`src/source/loader_pkg.sv`:
```
`default_nettype none

package loader_pkg;

    // handshake bytes towards the host
    localparam logic [7:0] boot_request_byte = 8'h99;
    localparam logic [7:0] load_done_byte = 8'hAA;

    // program memory byte address
    localparam int prog_addr_width = 16;

    localparam int lane_count = 4;
    localparam int word_width = 8 * lane_count;

    // little endian, lane 0 holds the first byte on the wire
    typedef union packed {
        logic [word_width-1:0] word;
        logic [lane_count-1:0][7:0] lane;
    } program_word_t;

endpackage

`default_nettype wire

```
`src/source/uart_pkg.sv`:
```
`default_nettype none

package uart_pkg;

    // one serial bit in clk cycles
    localparam int clks_per_bit = 16;

    // start + 8 data + stop
    localparam int frame_bits = 10;

    // start bit is checked at its middle
    localparam int half_bit = clks_per_bit / 2;

    localparam int bit_cnt_width = $clog2(clks_per_bit);
    localparam int bit_idx_width = $clog2(frame_bits);

    localparam logic [bit_cnt_width-1:0] last_cnt = bit_cnt_width'(clks_per_bit - 1);
    localparam logic [bit_cnt_width-1:0] mid_cnt = bit_cnt_width'(half_bit - 1);
    localparam logic [bit_idx_width-1:0] stop_idx = bit_idx_width'(frame_bits - 1);

endpackage

`default_nettype wire

```
`src/source/loader_controller.sv`:
```
`timescale 1ns/1ps
`default_nettype none

module loader_controller import loader_pkg::*; (
    input  logic                       clk,
    input  logic                       reset_n,
    input  logic [7:0]                 rx_data,
    input  logic                       rx_valid,
    input  logic                       send_boot_request,
    input  logic                       receive_size,
    input  logic                       receive_program,
    input  logic                       send_load_done,
    input  logic                       receive_stdin,
    input  logic                       send_stdout,
    input  logic                       stdout_ready,
    input  logic [7:0]                 stdout_rdata,
    input  logic                       tx_busy,
    output logic                       boot_request_done,
    output logic                       size_done,
    output logic                       program_done,
    output logic                       load_done_sent,
    output logic                       prog_we,
    output logic [prog_addr_width-1:0] prog_addr,
    output logic [31:0]                prog_wdata,
    output logic                       stdin_we,
    output logic [7:0]                 stdin_wdata,
    output logic                       stdout_rd,
    output logic [7:0]                 tx_data,
    output logic                       tx_start
);

    logic [5:0]                 cmd;
    logic [5:0]                 cmd_q;
    logic [1:0]                 lane;
    program_word_t              word_buf;
    program_word_t              word_next;
    logic [31:0]                prog_size;
    logic [31:0]                byte_count;
    logic [prog_addr_width-1:0] wr_addr;
    logic                       last_lane;
    logic                       tx_free;
    logic                       send_done_byte;
    logic                       send_boot_byte;

    assign cmd = {send_boot_request, receive_size, receive_program,
                  send_load_done, receive_stdin, send_stdout};
    assign last_lane = (lane == 2'd3);

    always_comb begin
        word_next = word_buf;
        word_next.lane[lane] = rx_data;
    end

    always_ff @(posedge clk) begin
        if (!reset_n) begin
            cmd_q <= '0;
            lane <= '0;
            prog_size <= '0;
            byte_count <= '0;
            wr_addr <= '0;
            size_done <= 1'b0;
            program_done <= 1'b0;
            prog_we <= 1'b0;
            stdin_we <= 1'b0;
        end else begin
            cmd_q <= cmd;
            prog_we <= 1'b0;
            stdin_we <= 1'b0;
            if (!receive_size) begin
                size_done <= 1'b0;
            end
            if (!receive_program) begin
                program_done <= 1'b0;
                byte_count <= '0;
                wr_addr <= '0; // image always loads from address 0
            end
            if (cmd != cmd_q) begin
                lane <= '0;
            end else if (rx_valid) begin
                if (receive_size && !size_done) begin
                    lane <= lane + 2'd1;
                    if (last_lane) begin
                        prog_size <= word_next.word;
                        size_done <= 1'b1;
                    end
                end else if (receive_program && !program_done) begin
                    lane <= lane + 2'd1;
                    byte_count <= byte_count + 32'd1;
                    if (last_lane) begin
                        prog_we <= 1'b1;
                        wr_addr <= wr_addr + prog_addr_width'(4);
                    end
                    if (byte_count + 32'd1 == prog_size) begin
                        program_done <= 1'b1;
                    end
                end else if (receive_stdin) begin
                    stdin_we <= 1'b1; // stdin buffer never stalls
                end
            end
        end
    end

    always_ff @(posedge clk) begin
        if (rx_valid) begin
            word_buf <= word_next;
            stdin_wdata <= rx_data;
        end
        if (rx_valid && receive_program && last_lane) begin
            prog_addr <= wr_addr;
            prog_wdata <= word_next.word;
        end
    end

    // transmit arbitration, stdout first
    assign tx_free = !tx_busy && !tx_start;
    assign stdout_rd = tx_free && send_stdout && stdout_ready;
    assign send_done_byte = tx_free && send_load_done && !load_done_sent && !stdout_rd;
    assign send_boot_byte = tx_free && send_boot_request && !boot_request_done
                            && !stdout_rd && !send_done_byte;

    always_ff @(posedge clk) begin
        if (!reset_n) begin
            tx_start <= 1'b0;
            boot_request_done <= 1'b0;
            load_done_sent <= 1'b0;
        end else begin
            tx_start <= stdout_rd || send_done_byte || send_boot_byte;
            if (!send_boot_request) begin
                boot_request_done <= 1'b0;
            end else if (send_boot_byte) begin
                boot_request_done <= 1'b1;
            end
            if (!send_load_done) begin
                load_done_sent <= 1'b0;
            end else if (send_done_byte) begin
                load_done_sent <= 1'b1;
            end
        end
    end

    always_ff @(posedge clk) begin
        if (stdout_rd) begin
            tx_data <= stdout_rdata;
        end else if (send_done_byte) begin
            tx_data <= load_done_byte;
        end else if (send_boot_byte) begin
            tx_data <= boot_request_byte;
        end
    end

    a_prog_we_pulse: assert property (@(posedge clk) disable iff (!reset_n)
        prog_we |=> !prog_we);
    a_stdin_we_pulse: assert property (@(posedge clk) disable iff (!reset_n)
        stdin_we |=> !stdin_we);
    a_stdout_rd_pulse: assert property (@(posedge clk) disable iff (!reset_n)
        stdout_rd |=> !stdout_rd);
    // sequencer raises one phase at a time
    a_one_command: assert property (@(posedge clk) disable iff (!reset_n)
        $onehot0(cmd));

endmodule

`default_nettype wire

```
`src/source/serial_loader_top.sv`:
```
`timescale 1ns/1ps
`default_nettype none

module serial_loader_top import loader_pkg::*; (
    input  logic                       clk,
    input  logic                       reset_n,
    input  logic                       rxd,
    output logic                       txd,
    output logic                       frame_error,
    input  logic                       send_boot_request,
    input  logic                       receive_size,
    input  logic                       receive_program,
    input  logic                       send_load_done,
    input  logic                       receive_stdin,
    input  logic                       send_stdout,
    output logic                       boot_request_done,
    output logic                       size_done,
    output logic                       program_done,
    output logic                       load_done_sent,
    output logic                       prog_we,
    output logic [prog_addr_width-1:0] prog_addr,
    output logic [31:0]                prog_wdata,
    output logic                       stdin_we,
    output logic [7:0]                 stdin_wdata,
    input  logic                       stdout_ready,
    input  logic [7:0]                 stdout_rdata,
    output logic                       stdout_rd
);

    logic [7:0] rx_data;
    logic       rx_valid;
    logic [7:0] tx_data;
    logic       tx_start;
    logic       tx_busy;

    uart_rx uart_rx_inst (
        .clk         (clk),
        .reset_n     (reset_n),
        .rxd         (rxd),
        .rx_data     (rx_data),
        .rx_valid    (rx_valid),
        .frame_error (frame_error) // dropped byte, reported only
    );

    loader_controller loader_controller_inst (
        .clk               (clk),
        .reset_n           (reset_n),
        .rx_data           (rx_data),
        .rx_valid          (rx_valid),
        .send_boot_request (send_boot_request),
        .receive_size      (receive_size),
        .receive_program   (receive_program),
        .send_load_done    (send_load_done),
        .receive_stdin     (receive_stdin),
        .send_stdout       (send_stdout),
        .stdout_ready      (stdout_ready),
        .stdout_rdata      (stdout_rdata),
        .tx_busy           (tx_busy),
        .boot_request_done (boot_request_done),
        .size_done         (size_done),
        .program_done      (program_done),
        .load_done_sent    (load_done_sent),
        .prog_we           (prog_we),
        .prog_addr         (prog_addr),
        .prog_wdata        (prog_wdata),
        .stdin_we          (stdin_we),
        .stdin_wdata       (stdin_wdata),
        .stdout_rd         (stdout_rd),
        .tx_data           (tx_data),
        .tx_start          (tx_start)
    );

    uart_tx uart_tx_inst (
        .clk      (clk),
        .reset_n  (reset_n),
        .tx_data  (tx_data),
        .tx_start (tx_start),
        .tx_busy  (tx_busy),
        .txd      (txd)
    );

endmodule

`default_nettype wire

```
`src/source/uart_rx.sv`:
```
`timescale 1ns/1ps
`default_nettype none

module uart_rx import uart_pkg::*; (
    input  logic       clk,
    input  logic       reset_n,
    input  logic       rxd,
    output logic [7:0] rx_data,
    output logic       rx_valid,
    output logic       frame_error
);

    logic                     rxd_meta;
    logic                     rxd_sync;
    logic                     rxd_prev;
    logic                     active;
    logic [bit_cnt_width-1:0] cnt;
    logic [bit_idx_width-1:0] bit_idx; // 0 start, 1..8 data, last is stop
    logic [7:0]               shift;
    logic                     start_edge;

    assign start_edge = rxd_prev && !rxd_sync;

    always_ff @(posedge clk) begin
        if (!reset_n) begin
            rxd_meta <= 1'b1;
            rxd_sync <= 1'b1;
            rxd_prev <= 1'b1;
        end else begin
            rxd_meta <= rxd;
            rxd_sync <= rxd_meta;
            rxd_prev <= rxd_sync;
        end
    end

    always_ff @(posedge clk) begin
        if (!reset_n) begin
            active <= 1'b0;
            cnt <= '0;
            bit_idx <= '0;
            rx_valid <= 1'b0;
            frame_error <= 1'b0;
        end else begin
            rx_valid <= 1'b0;
            frame_error <= 1'b0;
            if (!active) begin
                if (start_edge) begin
                    active <= 1'b1;
                    cnt <= '0;
                    bit_idx <= '0;
                end
            end else if (bit_idx == '0) begin
                if (cnt == mid_cnt) begin
                    cnt <= '0;
                    if (rxd_sync) begin
                        active <= 1'b0; // glitch, not a start bit
                    end else begin
                        bit_idx <= bit_idx + 1'b1;
                    end
                end else begin
                    cnt <= cnt + 1'b1;
                end
            end else if (cnt == last_cnt) begin
                cnt <= '0;
                if (bit_idx == stop_idx) begin
                    active <= 1'b0;
                    rx_valid <= rxd_sync;
                    frame_error <= !rxd_sync;
                end else begin
                    bit_idx <= bit_idx + 1'b1;
                end
            end else begin
                cnt <= cnt + 1'b1;
            end
        end
    end

    // data path, lsb first
    always_ff @(posedge clk) begin
        if (active && bit_idx != '0 && bit_idx != stop_idx && cnt == last_cnt) begin
            shift <= {rxd_sync, shift[7:1]};
        end
        if (active && bit_idx == stop_idx && cnt == last_cnt) begin
            rx_data <= shift;
        end
    end

    a_valid_xor_error: assert property (@(posedge clk) disable iff (!reset_n)
        !(rx_valid && frame_error));

endmodule

`default_nettype wire

```
`src/source/uart_tx.sv`:
```
`timescale 1ns/1ps
`default_nettype none

module uart_tx import uart_pkg::*; (
    input  logic       clk,
    input  logic       reset_n,
    input  logic [7:0] tx_data,
    input  logic       tx_start,
    output logic       tx_busy,
    output logic       txd
);

    logic [bit_cnt_width-1:0] cnt;
    logic [bit_idx_width-1:0] bit_idx;
    logic [8:0]               shift; // data then stop bit

    always_ff @(posedge clk) begin
        if (!reset_n) begin
            tx_busy <= 1'b0;
            txd <= 1'b1;
            cnt <= '0;
            bit_idx <= '0;
        end else if (!tx_busy) begin
            if (tx_start) begin
                tx_busy <= 1'b1;
                txd <= 1'b0; // start bit
                cnt <= '0;
                bit_idx <= '0;
            end
        end else if (cnt == last_cnt) begin
            cnt <= '0;
            if (bit_idx == stop_idx) begin
                tx_busy <= 1'b0;
                txd <= 1'b1;
            end else begin
                txd <= shift[0];
                bit_idx <= bit_idx + 1'b1;
            end
        end else begin
            cnt <= cnt + 1'b1;
        end
    end

    always_ff @(posedge clk) begin
        if (!tx_busy && tx_start) begin
            shift <= {1'b1, tx_data};
        end else if (tx_busy && cnt == last_cnt) begin
            shift <= {1'b1, shift[8:1]};
        end
    end

    // the controller must wait for the frame to finish
    a_no_start_when_busy: assert property (@(posedge clk) disable iff (!reset_n)
        tx_busy |-> !tx_start);

endmodule

`default_nettype wire

```
`config.mk`:
```
export PLATFORM = sky130hd
export DESIGN_NAME = serial_loader_top
export DESIGN_NICKNAME = d
export VERILOG_FILES = /design/src/source/loader_pkg.sv /design/src/source/uart_pkg.sv /design/src/source/loader_controller.sv /design/src/source/serial_loader_top.sv /design/src/source/uart_rx.sv /design/src/source/uart_tx.sv
export SDC_FILE = /design/constraint.sdc
export NUM_CORES = 1
export LEC_CHECK = 0
export BUFFER_PORTS_ARGS = -buffer_cell sky130_fd_sc_hd__buf_2
export CAP_MARGIN = 20
export CORE_UTILIZATION = 50
export CTS_CLUSTER_SIZE = 24
export DETAILED_ROUTE_END_ITERATION = 10
export GPL_TIMING_DRIVEN = 0
export PLACE_DENSITY = 0.68
export SLEW_MARGIN = 20
export SYNTH_ARGS = -nofsm -noshare
export SYNTH_HDL_FRONTEND = slang
export SYNTH_HIERARCHICAL = 1
export SYNTH_SLANG_ARGS = --single-unit
```
`constraint.sdc`:
```
create_clock -name clk -period 8.4 [get_ports clk]
set_clock_uncertainty 0.2 [all_clocks]
set_input_delay 2.52 -clock clk [delete_from_list [all_inputs] [get_ports clk]]
set_output_delay 2.52 -clock clk [all_outputs]
set_load 0.05 [all_outputs]
```
==> flow_summary.ini <==
[worst_setup_path]
worstRegToRegCells = 9
crit_path_end_kind = output pin
worstReg2RegStart = loader_controller_inst/byte_count[0]$_SDFF_PN0_
critPathRequiredTime_ps = 5680
r2r_slack_ps = 5040
r2r-end = loader_controller_inst/program_done$_SDFF_PN0_
worst_setup_path_start_kind = primary input
crit_fanout = 7
crit_type = primary input to output pin
crit_arrival_ps = 3290

[power]
p_comb_frac = 0.031
pwr-share-clk = 0.447
switching_share = 0.2132
p_leak_nw = 4.784
power.internal_mw = 1.872
power_frac_seq = 0.522
peakVddDrop_mv = 0.1424
switching_power_mw = 0.5071
powerDensity_nw_per_um2 = 198.0

[routing]
routed_wl_mm = 22.17
drtPass1Iterations = 5
drc = 0
avgRoutedWirePerCell_um = 17.00
route.vias.total = 7173
via_per_inst = 5.501
ant_nets = 0
drt-initial-drc-count = 430

[final_layout]
area_growth_pct = 15.28
drive_gt1_frac = 0.1809
nets = 1047
diodes = 0
design_area_um2 = 12010

[global_routing]
grt_pass1_vias = 6686
grt_max_degree = 29
grt_pass1_wl_mm = 35.71
track_usage = 0.2095
grt_antenna_before_repair = 0
grt-ovfl-total = 0

[floorplan]
start_util = 0.5117
rows = 52
die_y_um = 146.4
coreArea_um2 = 20360
io_pins = 83
die_area_um2 = 21420
die_w_um = 146.4

[sta]
finalCriticalPeriod_ps = 6009
drv_slew = 0
hold_viol = 0
holdWs_ps = 210.9
worst_slack_ps = 2391
fmax_mhz = 166.4
maxSlewHeadroom = 0.4901
rsz0062_at_grt = no
worst_pin_slew_ps = 764.9
fin_crit_sh = 0.7153
setup_viol = 0
fin_setup_tns_ps = 0

[synth]
yosysWarnings = 6
seq_area_frac_synth = 0.5744
synth-seq-cells = 239
synth_ff_type = edfxtp_1
synthesis.area_per_instance_um2 = 11.52
netlist_area_um2 = 10420
async_flop_share = 0
synthCells = 905
ys_types = 67
synth-edff-count = 120
syn_nets = 936

[clock_tree]
h-tree-depth = 1
cts_tree = built
cts_sinks = 239
cts.reportedPaths.clkPinSlew_ps = 60
root_buffer = clkbuf_16
ctsResizeCount = 0
cts_buffers = 25
cts_hold_buf = 0
cts_buffer_depth = 3
clkLatencyLatePin_ps = 520
cts_setup_buffers = 0

[min_path]
hp-class = flip-flop to flip-flop
min_from = uart_rx_inst/rxd_meta$_SDFF_PN1_
min_path_cells = 1
min_to = uart_rx_inst/rxd_sync$_SDFF_PN1_

[placed_design]
gp_congestion = 0.8458
place_area_um2 = 11230
port_buffers = 82
place.detailed.hpwl_mm = 15.60
pre_cts_ws_ps = 2398

[run_status]
status = completed

[job]
max_cap_viol_count = 0
final cells by class:
| type | count | area, µm² |
|---|---|---|
| Clock buffer | 31 | 648.1 |
| Multi-Input combinational cell | 603 | 4175 |
| Tap cell | 270 | 337.8 |
| Buffer | 52 | 226.5 |
| Inverter | 11 | 41.29 |
| Fill cell | 1735 | 8351 |
| Clock inverter | 14 | 140.1 |
| Sequential cell | 239 | 5987 |
| Timing Repair Buffer | 84 | 457.9 |
worst max-delay path: stages:
cell and delay (ps):
buf_2 120, nand3_1 140, inv_1 200, buf_2 300
metrics by stage:
stage | instances | total power [mW] | utilization
after floorplan | 905 | 1.315 | -
after global placement | 1257 | 1.339 | 0.5485
after detailed placement | 1259 | 1.341 | 0.5512
after CTS | 1304 | 2.407 | 0.5899
after global routing | 1304 | 2.460 | 0.5899
final | 1304 | 2.379 | 0.5899
layer usage:
metal,vias up,GRT usage,share of wire
met4,0,0.05208,0.017
met2,174,0.3424,0.46
li1,3506,-,-
met1,3465,0.2943,0.47
met3,28,0.02906,0.050
met5,-,0,0
power groups by stage:
| stage | clock [mW] | combinational, mW | sequential (mW) |
|---|---|---|---|
| after global placement | 0 | 0.0730 | 1.27 |
| after CTS | 1.09 | 0.0749 | 1.24 |
| after detailed placement | 0 | 0.0742 | 1.27 |
| after floorplan | 0 | 0.0484 | 1.27 |
| final | 1.06 | 0.0743 | 1.24 |
| after global routing | 1.14 | 0.0829 | 1.24 |
layout by cell type, fill, tap and decap left out, types with 25 or more instances in the layout:
| master | instances |
|---|---|
| mux2_2 | 32 |
| nand2_1 | 79 |
| buf_2 | 91 |
| clkbuf_1 | 43 |
| clkbuf_16 | 25 |
| or3_1 | 39 |
| o211a_1 | 35 |
| xnor2_1 | 52 |
| nand3_1 | 27 |
| edfxtp_1 | 120 |
| nor2_1 | 69 |
| dfxtp_1 | 118 |
| xor2_1 | 33 |
synthesized netlist by cell type, types with 5 or more instances:
library cell    n  area (µm²)
or3_1          39       244.0
inv_1          11       41.29
and2_1         17       106.4
nand2b_1       11       68.82
nand2_1        79       296.5
nor3_1         15       75.07
edfxtp_1      120        3603
ha_1           13       162.7
a21oi_1        13       65.06
buf_2           9       45.04
clkbuf_1       37       138.9
mux2i_1        12       120.1
nand4_1        18       112.6
o21ai_0        18       90.09
nor4_1          6       37.54
and4_1          6       52.55
and3_1         18       112.6
a21boi_0        7       52.55
xor2_1         33       289.0
mux2_2         32       360.4
buf_4           5       37.54
dfxtp_1       119        2382
nand3b_1        7       52.55
xnor2_1        52       455.4
nor2_1         69       259.0
nor2b_1        13       81.33
nand3_1        27       135.1
o211a_1        35       350.3
worst max path at each step:
stage,startpoint,endpoint,depth (start not counted)
after floorplan,stdout_ready,stdout_rd,2
after global placement,send_stdout,stdout_rd,4
after detailed placement,send_stdout,stdout_rd,4
after CTS,send_stdout,stdout_rd,4
after global routing,send_stdout,stdout_rd,4
final,send_stdout,stdout_rd,4
registers in the layout (all words and copies together) (netlist names), 6 cells and up:
name and cells:
loader_controller_inst/byte_count 32, loader_controller_inst/cmd_q 6, loader_controller_inst/prog_addr 16, loader_controller_inst/prog_size 32, loader_controller_inst/prog_wdata 32, loader_controller_inst/stdin_wdata 8, loader_controller_inst/tx_data 8, loader_controller_inst/word_buf 32
loader_controller_inst/wr_addr 16, uart_rx_inst/rx_data 8, uart_rx_inst/shift 8, uart_tx_inst/shift 8
cell families (layout without fill, tap and decap cells):
family | after synthesis | count (layout) | share of synthesized area
adder cells (fa/ha/maj) | 13 | 13 | 0.01561
XOR/XNOR | 85 | 85 | 0.07144
AO/OA/AOI/OAI | 108 | 108 | 0.08273
buffers and inverters | 63 | 192 | 0.02569
multiplexers | 44 | 44 | 0.04610
AND/OR/NAND/NOR | 353 | 353 | 0.1841
flip-flops | 239 | 239 | 0.5744
Note: power is estimated with default switching activity, not from simulation.
